[src/logic/pmci_csr_pkg.sv]
// Shared types, register address maps and constants of the management CSR block
// Imported by wildcard into the register, timestamp and top level modules
package pmci_csr_pkg;

   // Port words
   typedef logic [63:0] host_data_t;
   typedef logic [31:0] nios_data_t;
   typedef logic [4:0]  host_addr_t;
   typedef logic [5:0]  nios_addr_t;

   // Host port register map
   typedef enum host_addr_t {
      HOST_DFH      = 5'd0,
      HOST_FBM_CTRL = 5'd8,
      HOST_ERROR    = 5'd9,
      HOST_VERSION  = 5'd31
   } host_reg_e;

   // Management processor register map
   typedef enum nios_addr_t {
      NIOS_FW_VER = 6'd0,
      NIOS_THERM  = 6'd1,
      NIOS_HB     = 6'd2,
      NIOS_TSTAMP = 6'd16
   } nios_reg_e;

   localparam logic [15:0] RTL_VERSION  = 16'h0021;
   localparam logic [15:0] FW_VER_RESET = 16'hFFFF;

   // Device feature header
   localparam host_data_t DFH_WORD = {4'h3,        // feature type
                                      19'h0,
                                      1'b0,        // end of list
                                      24'h080000,  // next header offset
                                      4'h1,        // feature revision
                                      12'h012};    // feature ID

   localparam host_data_t HOST_BAD_ADDR = 64'hBAADBEEF_DEADBEEF;

   // Each timestamp half
   localparam int TSTAMP_HALF_W = 11;

endpackage

[src/logic/host_csr_regs.sv]
// Host side register port, 64-bit words
// Holds the flash burst master controls and returns feature header, status and version
`timescale 1ns/1ns

module host_csr_regs
   import pmci_csr_pkg::*;
#(
   parameter int FLASH_ADDR_WIDTH = 28,
   parameter int FIFO_CNT_WIDTH   = 10
)(
   input  logic                        clk,
   input  logic                        reset,
   input  host_addr_t                  host_addr,
   input  logic                        host_write,
   input  logic                        host_read,
   input  host_data_t                  host_wrdata,
   input  logic [7:0]                  host_byteen,
   output host_data_t                  host_rddata,
   output logic                        host_rddvld,
   output logic                        read_mode,
   output logic [FIFO_CNT_WIDTH-1:0]   read_count,
   output logic [FLASH_ADDR_WIDTH-1:0] flash_addr,
   input  logic                        flash_busy,
   input  logic [FIFO_CNT_WIDTH-1:0]   fifo_dcount,
   input  logic                        seu_sys_error,
   input  logic                        m10_stuck,
   input  logic                        nios_stuck,
   input  logic [15:0]                 fw_version
);

   host_data_t fbm_word;
   host_data_t error_word;

   // ----------------------------------------
   // Flash control writes
   // ----------------------------------------
   always_ff @(posedge clk, posedge reset) begin
      if (reset) begin
         read_mode  <= 1'b0;
         read_count <= '0;
         flash_addr <= '0;
      end else if (host_write && host_addr == HOST_FBM_CTRL) begin
         // Low dword and high dword are updated independently
         if (host_byteen[3:0] == 4'hF) begin
            read_mode  <= host_wrdata[1];
            read_count <= host_wrdata[16 +: FIFO_CNT_WIDTH];
         end
         if (host_byteen[7:4] == 4'hF)
            flash_addr <= host_wrdata[32 +: FLASH_ADDR_WIDTH];
      end
   end

   always_comb begin
      fbm_word                          = '0;
      fbm_word[1]                       = read_mode;
      fbm_word[2]                       = flash_busy;
      fbm_word[4 +: FIFO_CNT_WIDTH]     = fifo_dcount;
      fbm_word[16 +: FIFO_CNT_WIDTH]    = read_count;
      fbm_word[32 +: FLASH_ADDR_WIDTH]  = flash_addr;

      error_word    = '0;
      error_word[0] = m10_stuck;
      error_word[1] = nios_stuck;
      error_word[2] = seu_sys_error;
   end

   // ----------------------------------------
   // Read path, data one clock after strobe
   // ----------------------------------------
   always_ff @(posedge clk, posedge reset) begin
      if (reset) begin
         host_rddvld <= 1'b0;
         host_rddata <= '0;
      end else begin
         host_rddvld <= host_read;
         if (host_read) begin
            case (host_addr)
               HOST_DFH      : host_rddata <= DFH_WORD;
               HOST_FBM_CTRL : host_rddata <= fbm_word;
               HOST_ERROR    : host_rddata <= error_word;
               HOST_VERSION  : host_rddata <= {32'd0, fw_version, RTL_VERSION};
               default       : host_rddata <= HOST_BAD_ADDR;
            endcase
         end
      end
   end

endmodule

[src/logic/nios_csr_regs.sv]
// Management processor register port, 32-bit words
// Firmware version, thermal shutdown request, heartbeat bit and timestamp readback
`timescale 1ns/1ns

module nios_csr_regs
   import pmci_csr_pkg::*;
(
   input  logic        clk,
   input  logic        reset,
   input  nios_addr_t  nios_addr,
   input  logic        nios_write,
   input  logic        nios_read,
   input  nios_data_t  nios_wrdata,
   output nios_data_t  nios_rddata,
   output logic        nios_rddvld,
   input  nios_data_t  time_stamp,
   output logic [15:0] fw_version,
   output logic        therm_shdn,
   output logic        nios_hb
);

   // ----------------------------------------
   // Register writes
   // ----------------------------------------
   always_ff @(posedge clk, posedge reset) begin
      if (reset) begin
         fw_version <= FW_VER_RESET;
         therm_shdn <= 1'b0;
         nios_hb    <= 1'b0;
      end else if (nios_write) begin
         case (nios_addr)
            NIOS_FW_VER : fw_version <= nios_wrdata[31:16];
            NIOS_THERM  : therm_shdn <= nios_wrdata[0];
            NIOS_HB     : nios_hb    <= nios_wrdata[0];
            default     : ;
         endcase
      end
   end

   // ----------------------------------------
   // Read path
   // ----------------------------------------
   always_ff @(posedge clk, posedge reset) begin
      if (reset) begin
         nios_rddvld <= 1'b0;
         nios_rddata <= '0;
      end else begin
         nios_rddvld <= nios_read;
         if (nios_read) begin
            case (nios_addr)
               NIOS_FW_VER : nios_rddata <= {fw_version, RTL_VERSION};
               NIOS_THERM  : nios_rddata <= {31'd0, therm_shdn};
               NIOS_HB     : nios_rddata <= {31'd0, nios_hb};
               NIOS_TSTAMP : nios_rddata <= time_stamp;
               // Unmapped addresses read as zero
               default     : nios_rddata <= '0;
            endcase
         end
      end
   end

endmodule

[src/logic/nios_hb_monitor.sv]
// Heartbeat watchdog, flags stuck after 2^TO_BIT ticks with no heartbeat change
// Set SYNC_STAGES to 2 for an asynchronous pin, 0 for an internal register bit
`timescale 1ns/1ns

module nios_hb_monitor #(
   parameter int TO_BIT      = 9,
   parameter int SYNC_STAGES = 2
)(
   input  logic clk,
   input  logic reset,
   input  logic hb,
   input  logic pulse_tick,
   output logic stuck
);

   logic            hb_s;
   logic            hb_d;
   logic [TO_BIT:0] timer;

   // ----------------------------------------
   // Optional input synchronizer
   // ----------------------------------------
   generate
      if (SYNC_STAGES > 0) begin : g_sync
         logic [SYNC_STAGES-1:0] sync_q;

         always_ff @(posedge clk, posedge reset) begin
            if (reset) begin
               sync_q <= '0;
            end else begin
               sync_q[0] <= hb;
               for (int i = 1; i < SYNC_STAGES; i++)
                  sync_q[i] <= sync_q[i-1];
            end
         end

         assign hb_s = sync_q[SYNC_STAGES-1];
      end else begin : g_nosync
         assign hb_s = hb;
      end
   endgenerate

   // ----------------------------------------
   // Change detect and timeout
   // ----------------------------------------
   always_ff @(posedge clk, posedge reset) begin
      if (reset) begin
         hb_d  <= 1'b0;
         timer <= '0;
      end else begin
         hb_d <= hb_s;
         // Any toggle restarts the timeout, counting stops at the top bit
         if (hb_d != hb_s)
            timer <= '0;
         else if (pulse_tick && !timer[TO_BIT])
            timer <= timer + 1'b1;
      end
   end

   assign stuck = timer[TO_BIT];

endmodule

[src/logic/pmci_csr_top.sv]
// Top level of the management controller CSR block
// Connects the host and processor register ports, time base, timestamp and watchdogs
`timescale 1ns/1ns

module pmci_csr_top
   import pmci_csr_pkg::*;
#(
   parameter int FLASH_ADDR_WIDTH = 28,
   parameter int FIFO_CNT_WIDTH   = 10,
   parameter int CLKS_PER_US      = 100,
   parameter int US_PER_TICK      = 4000,
   parameter int M10_HB_TO_BIT    = 9,
   parameter int NIOS_HB_TO_BIT   = 8
)(
   input  logic                        clk,
   input  logic                        reset,

   // Host register port
   input  host_addr_t                  host_addr,
   input  logic                        host_write,
   input  logic                        host_read,
   input  host_data_t                  host_wrdata,
   input  logic [7:0]                  host_byteen,
   output host_data_t                  host_rddata,
   output logic                        host_rddvld,

   // Management processor port
   input  nios_addr_t                  nios_addr,
   input  logic                        nios_write,
   input  logic                        nios_read,
   input  nios_data_t                  nios_wrdata,
   output nios_data_t                  nios_rddata,
   output logic                        nios_rddvld,

   // Flash burst master
   output logic                        read_mode,
   output logic [FIFO_CNT_WIDTH-1:0]   read_count,
   output logic [FLASH_ADDR_WIDTH-1:0] flash_addr,
   input  logic                        flash_busy,
   input  logic [FIFO_CNT_WIDTH-1:0]   fifo_dcount,

   // Board level signals
   input  logic                        seu_sys_error,
   input  logic                        m10_hb,
   output logic                        therm_shdn,
   output logic                        pulse_us
);

   logic       pulse_tick;
   nios_data_t time_stamp;
   logic [15:0] fw_version;
   logic       nios_hb;
   logic       m10_stuck;
   logic       nios_stuck;

   // ----------------------------------------
   // Time base
   // ----------------------------------------
   time_pulse_gen #(
      .CLKS_PER_US (CLKS_PER_US),
      .US_PER_TICK (US_PER_TICK)
   ) u_pulse_gen (
      .clk        (clk),
      .reset      (reset),
      .pulse_us   (pulse_us),
      .pulse_tick (pulse_tick)
   );

   time_stamp_cntr u_tstamp (
      .clk        (clk),
      .reset      (reset),
      .pulse_tick (pulse_tick),
      .time_stamp (time_stamp)
   );

   // ----------------------------------------
   // Heartbeat watchdogs
   // ----------------------------------------
   // Board controller pin is asynchronous
   nios_hb_monitor #(
      .TO_BIT      (M10_HB_TO_BIT),
      .SYNC_STAGES (2)
   ) u_m10_hb_mon (
      .clk        (clk),
      .reset      (reset),
      .hb         (m10_hb),
      .pulse_tick (pulse_tick),
      .stuck      (m10_stuck)
   );

   nios_hb_monitor #(
      .TO_BIT      (NIOS_HB_TO_BIT),
      .SYNC_STAGES (0)
   ) u_nios_hb_mon (
      .clk        (clk),
      .reset      (reset),
      .hb         (nios_hb),
      .pulse_tick (pulse_tick),
      .stuck      (nios_stuck)
   );

   // ----------------------------------------
   // Register ports
   // ----------------------------------------
   host_csr_regs #(
      .FLASH_ADDR_WIDTH (FLASH_ADDR_WIDTH),
      .FIFO_CNT_WIDTH   (FIFO_CNT_WIDTH)
   ) u_host_regs (
      .clk           (clk),
      .reset         (reset),
      .host_addr     (host_addr),
      .host_write    (host_write),
      .host_read     (host_read),
      .host_wrdata   (host_wrdata),
      .host_byteen   (host_byteen),
      .host_rddata   (host_rddata),
      .host_rddvld   (host_rddvld),
      .read_mode     (read_mode),
      .read_count    (read_count),
      .flash_addr    (flash_addr),
      .flash_busy    (flash_busy),
      .fifo_dcount   (fifo_dcount),
      .seu_sys_error (seu_sys_error),
      .m10_stuck     (m10_stuck),
      .nios_stuck    (nios_stuck),
      .fw_version    (fw_version)
   );

   nios_csr_regs u_nios_regs (
      .clk         (clk),
      .reset       (reset),
      .nios_addr   (nios_addr),
      .nios_write  (nios_write),
      .nios_read   (nios_read),
      .nios_wrdata (nios_wrdata),
      .nios_rddata (nios_rddata),
      .nios_rddvld (nios_rddvld),
      .time_stamp  (time_stamp),
      .fw_version  (fw_version),
      .therm_shdn  (therm_shdn),
      .nios_hb     (nios_hb)
   );

endmodule

[src/logic/time_pulse_gen.sv]
// Microsecond and tick pulse generator
// pulse_us every CLKS_PER_US clocks, pulse_tick one clock after every US_PER_TICK-th pulse_us
`timescale 1ns/1ns

module time_pulse_gen #(
   parameter int CLKS_PER_US = 100,
   parameter int US_PER_TICK = 4000
)(
   input  logic clk,
   input  logic reset,
   output logic pulse_us,
   output logic pulse_tick
);

   localparam int CLK_CNT_W = $clog2(CLKS_PER_US + 1);
   localparam int US_CNT_W  = $clog2(US_PER_TICK + 1);

   logic [CLK_CNT_W-1:0] clk_cnt;
   logic [US_CNT_W-1:0]  us_cnt;

   always_ff @(posedge clk, posedge reset) begin
      if (reset) begin
         clk_cnt    <= '0;
         us_cnt     <= '0;
         pulse_us   <= 1'b0;
         pulse_tick <= 1'b0;
      end else begin
         // Clock counter wraps once per microsecond
         if (clk_cnt == CLK_CNT_W'(CLKS_PER_US - 1))
            clk_cnt <= '0;
         else
            clk_cnt <= clk_cnt + 1'b1;
         pulse_us <= (clk_cnt == CLK_CNT_W'(CLKS_PER_US - 1));

         // Count microsecond pulses toward the next tick
         if (pulse_us) begin
            if (us_cnt == US_CNT_W'(US_PER_TICK - 1))
               us_cnt <= '0;
            else
               us_cnt <= us_cnt + 1'b1;
         end
         pulse_tick <= pulse_us && (us_cnt == US_CNT_W'(US_PER_TICK - 1));
      end
   end

endmodule

[src/logic/time_stamp_cntr.sv]
// Free-running timestamp in tick units, split in two halves with a sticky wrap flag
// Output is laid out as the processor timestamp register word
`timescale 1ns/1ns

module time_stamp_cntr
   import pmci_csr_pkg::*;
(
   input  logic       clk,
   input  logic       reset,
   input  logic       pulse_tick,
   output nios_data_t time_stamp
);

   logic [TSTAMP_HALF_W-1:0] ts_lower;
   logic [TSTAMP_HALF_W-1:0] ts_upper;
   logic                     ts_lower_max;
   logic                     ts_wrap;

   always_ff @(posedge clk, posedge reset) begin
      if (reset) begin
         ts_lower     <= '0;
         ts_upper     <= '0;
         ts_lower_max <= 1'b0;
         ts_wrap      <= 1'b0;
      end else begin
         if (pulse_tick)
            ts_lower <= ts_lower + 1'b1;

         // Carry into the upper half, one clock late
         ts_lower_max <= (ts_lower == '1);
         if (pulse_tick && ts_lower_max)
            ts_upper <= ts_upper + 1'b1;

         // Once set the timestamp is no longer absolute
         if (ts_upper == '1)
            ts_wrap <= 1'b1;
      end
   end

   assign time_stamp = {ts_wrap,
                        {(32 - 3 - 2 * TSTAMP_HALF_W){1'b0}},
                        ts_upper,
                        ts_lower,
                        2'b00};

endmodule

[config.mk]
export PLATFORM = sky130hd
export DESIGN_NAME = pmci_csr_top
export DESIGN_NICKNAME = d
export VERILOG_FILES = /design/src/logic/pmci_csr_pkg.sv /design/src/logic/host_csr_regs.sv /design/src/logic/nios_csr_regs.sv /design/src/logic/nios_hb_monitor.sv /design/src/logic/pmci_csr_top.sv /design/src/logic/time_pulse_gen.sv /design/src/logic/time_stamp_cntr.sv
export SDC_FILE = /design/constraint.sdc
export NUM_CORES = 1
export LEC_CHECK = 0
export ABC_CLOCK_PERIOD_IN_PS = 10580
export BUFFER_PORTS_ARGS = -buffer_cell sky130_fd_sc_hd__buf_2
export CAP_MARGIN = 20
export CELL_PAD_IN_SITES_DETAIL_PLACEMENT = 2
export CELL_PAD_IN_SITES_GLOBAL_PLACEMENT = 2
export CORE_AREA = 5 5 169 171
export CTS_CLUSTER_SIZE = 28
export DETAILED_ROUTE_END_ITERATION = 10
export DIE_AREA = 0 0 174 176
export PLACE_DENSITY_LB_ADDON = 0.1
export SYNTH_ARGS = -nofsm -noshare
export SYNTH_HDL_FRONTEND = slang
export SYNTH_SLANG_ARGS = --single-unit
[constraint.sdc]
create_clock -name clk -period 10.58 [get_ports clk]
set_clock_uncertainty 0.05 [all_clocks]
set_input_delay 0.529 -clock clk [delete_from_list [all_inputs] [get_ports clk]]
set_output_delay 0.529 -clock clk [all_outputs]
set_load 0.02 [all_outputs]
==> metrics <==
initial antenna violation count=1; worst-path cell chain=buf_2 -> or3_1 -> nor2_8 -> nand3_4 -> mux2_4; Final Hold Fails=0; Max VDD drop=103 µV; fraction of layout cells with a size suffix above 1=0.332; Post-synth top flop=dfrtp_1; pin count of the biggest net entering global routing=141; Worst R2R Path Depth=4; Syn. warnings=0; H-tree depth=1; max_slew headroom=0.328; hold path cells=1; Top delay family on crit path=simple AND/OR/NAND/NOR gates; PnR worst setup slack=a little under 8 ns; Peak Freq=around 380 MHz; Slew Viols, Final=0; first-pass GRT wire length=44600 µm; Critical Path End Type=register; Critical Path Max Stage Delay=about 0.65 ns; type of origin of the critical path=primary input; clk slew on worst S/H paths=0.06 ns; placed cell count=around 1300; Mean Syn Cell Area=about 11 µm²; Die Width=approximately 170 µm; Layout fillers=~2800; maxcap violations=0; worst-margin pin slew=1.01 ns; final setup vio count=0; Seq. cell area=approximately 5500 µm²; CTS Root Cell=clkbuf_16; RSZ-0062 raised after global routing=no; Mapped Area=about 9200 µm²; multi-input logic area=3310 µm²; DR iter-0 viols=~260; most common cell after layout, fill and taps aside=buf_2; r2r setup slk=8.47 ns; clock share of power=0.464; asr flop ratio synth=1.00; outcome=finished, final reports clean; CP max stage cell=nor2_8; Cells after Synth=between 800 and 900; Seq/Total Area, Yosys=0.593; clock buffer depth=3; final WL=~28000 µm; core area=about 27000 µm²; Pleak=about 5.4 nW; grt total ovfl=0; setup tns final=0 ns; CTS-repair resized insts=0; vias in the first global route=7876; drc violations=0; drt pass-1 iters=4; non-filler instance count after layout=1400; vias post-DR=about 7000; Buf/Inv on CP=1; Tcrit/Tclk final=0.252; Initial Utilization=0.344; Final HPWL DP=around 19000 µm; WS Path Type=in -> reg; EDFF count, synth=0; row cnt=60; I/O Buffers=229; Seq pwr share=0.466; commonest non-fill, non-tap cells in the layout=buf_2 (230), dfrtp_1 (201), nor2_1 (79); sw power=about 0.45 mW; CP Data Required Time=about 11 ns; cts hold-fix bufs=0; Total Die Area=30600 µm²; die height=approximately 180 µm; pre-CTS worst setup slack=approximately 7.3 ns; worst skew pair latency=~0.52 ns; Critical Path Stages=5; Synth Register Bits=~220; Logic pwr share=0.070; Critical Path AT=about 3 ns; clock buffer count from CTS=26; Internal Power=about 1.4 mW; clk sinks=217; postcts setup bufs=0; DR WL/cell=between 15 and 20 µm; Net Sw Frac=0.235; Final Wtd Congestion=between 0.7 and 0.8; drt via density=~5.0; Yosys cell types=48; TritonCTS clock tree=done; hold crit path type=in -> reg; GR Util All Layers=0.179; io pins=around 270; Power Density=approximately 170 nW/µm²; worst-path fanout max=47; Nets=around 1200; fin crit period=around 2.7 ns; Antenna Nets Post-Route=0; Syn-to-layout area delta=24.9%
[per-layer routing]
| metal | vias to the layer above | routed length (µm) | track usage |
|---|---|---|---|
| met3 | 32 | 1400 | 0.0424 |
| li1 | 3222 | - | - |
| met1 | 3559 | 11800 | 0.225 |
| met5 | - | 0 | 0 |
| met2 | 152 | 14100 | 0.317 |
| met4 | 0 | 447 | 0.0343 |
[logic make-up after synthesis]
kind of cell,after synthesis,share of synthesized area
AOI/OAI and AO/OA,141,0.0880
other,1,0.000408
buffers and inverters,93,0.0472
muxes,63,0.0889
DFF,217,0.593
xor gates and xnor gates,45,0.0429
and+or+nand+nor,249,0.131
adders and majority gates,6,0.00817
[synthesized netlist by cell type, types with 2 or more instances]
master | n | area share
clkbuf_1 | 19 | 0.0078
mux2i_1 | 4 | 0.0044
a41oi_1 | 2 | 0.0019
dfstp_2 | 16 | 0.046
xor2_1 | 21 | 0.020
buf_1 | 2 | 0.00082
nand3_1 | 47 | 0.026
and3_1 | 7 | 0.0048
nor2b_1 | 6 | 0.0041
xnor2_1 | 24 | 0.023
o211ai_1 | 3 | 0.0025
nand4_1 | 13 | 0.0089
mux2_1 | 3 | 0.0037
a21oi_1 | 52 | 0.028
mux2_2 | 26 | 0.032
and4_1 | 5 | 0.0048
nand3_4 | 2 | 0.0038
nand2b_1 | 5 | 0.0034
nand4b_1 | 2 | 0.0019
o22a_1 | 2 | 0.0019
buf_6 | 6 | 0.0074
or3_1 | 6 | 0.0041
nand2_1 | 62 | 0.025
o31ai_1 | 2 | 0.0016
buf_4 | 7 | 0.0057
dfrtp_1 | 201 | 0.55
inv_1 | 48 | 0.020
buf_2 | 11 | 0.0060
nor2_1 | 80 | 0.033
o221ai_1 | 2 | 0.0019
o21ai_0 | 44 | 0.024
nor3_1 | 6 | 0.0033
o22ai_1 | 12 | 0.0082
and2_1 | 2 | 0.0014
a22oi_1 | 15 | 0.012
a31oi_1 | 4 | 0.0027
mux2_4 | 30 | 0.049
ha_1 | 6 | 0.0082
[stage by stage]
| step | cell area (µm²) | utilization | hold slack, ns | power [mW] |
|---|---|---|---|---|
| after global placement | 10600 | 0.395 | 0.291 | 1.03 |
| after detailed placement | 10600 | 0.395 | 0.292 | 1.03 |
| after CTS | 11400 | 0.427 | 0.0415 | 1.93 |
| after floorplan | 9200 | - | 0.281 | 0.967 |
| after global routing | 11500 | 0.430 | 0.0443 | 1.98 |
| final | 11500 | 0.430 | 0.0703 | 1.89 |
[registers in the layout, summed over array words and instances (netlist names), 11 cells and up]
register                 cells
u_nios_regs.fw_version      16
u_pulse_gen.us_cnt          12
u_tstamp.ts_lower           11
u_nios_regs.nios_rddata     31
u_host_regs.flash_addr      28
u_host_regs.host_rddata     59
u_tstamp.ts_upper           11
[layout make-up]
class	count	area share
Tap cell	341	0.0372
Inverter	48	0.0163
Antenna cell	1	0.000218
Multi-Input combinational cell	507	0.289
Clock inverter	5	0.00687
Sequential cell	217	0.475
Timing Repair Buffer	238	0.109
Clock buffer	43	0.0667
[final timing paths]
path / startpoint / end
worst max-delay path: host_addr[4] / u_host_regs.flash_addr[15]
worst min-delay path: m10_hb / u_m10_hb_mon.g_sync.sync_q[0]
worst max register to register: u_m10_hb_mon.g_sync.sync_q[1] / u_m10_hb_mon.timer[8]
worst min register to register: u_m10_hb_mon.g_sync.sync_q[0] / u_m10_hb_mon.g_sync.sync_q[1]
max in group asynchronous: reset / u_nios_regs.fw_version[3]
min in group asynchronous: reset / u_pulse_gen.us_cnt[1]
[power by group through the flow]
stage          clock network (mW)  logic (mW)  registers, mW
6_report                    0.879       0.132          0.883
5_1_grt                     0.947       0.147          0.886
4_1_cts                     0.914       0.134          0.883
3_5_place_dp                    0       0.133          0.897
3_3_place_gp                    0       0.130          0.896
2_1_floorplan                   0      0.0551          0.912
No activity file was read; power rests on OpenSTA's default activity.
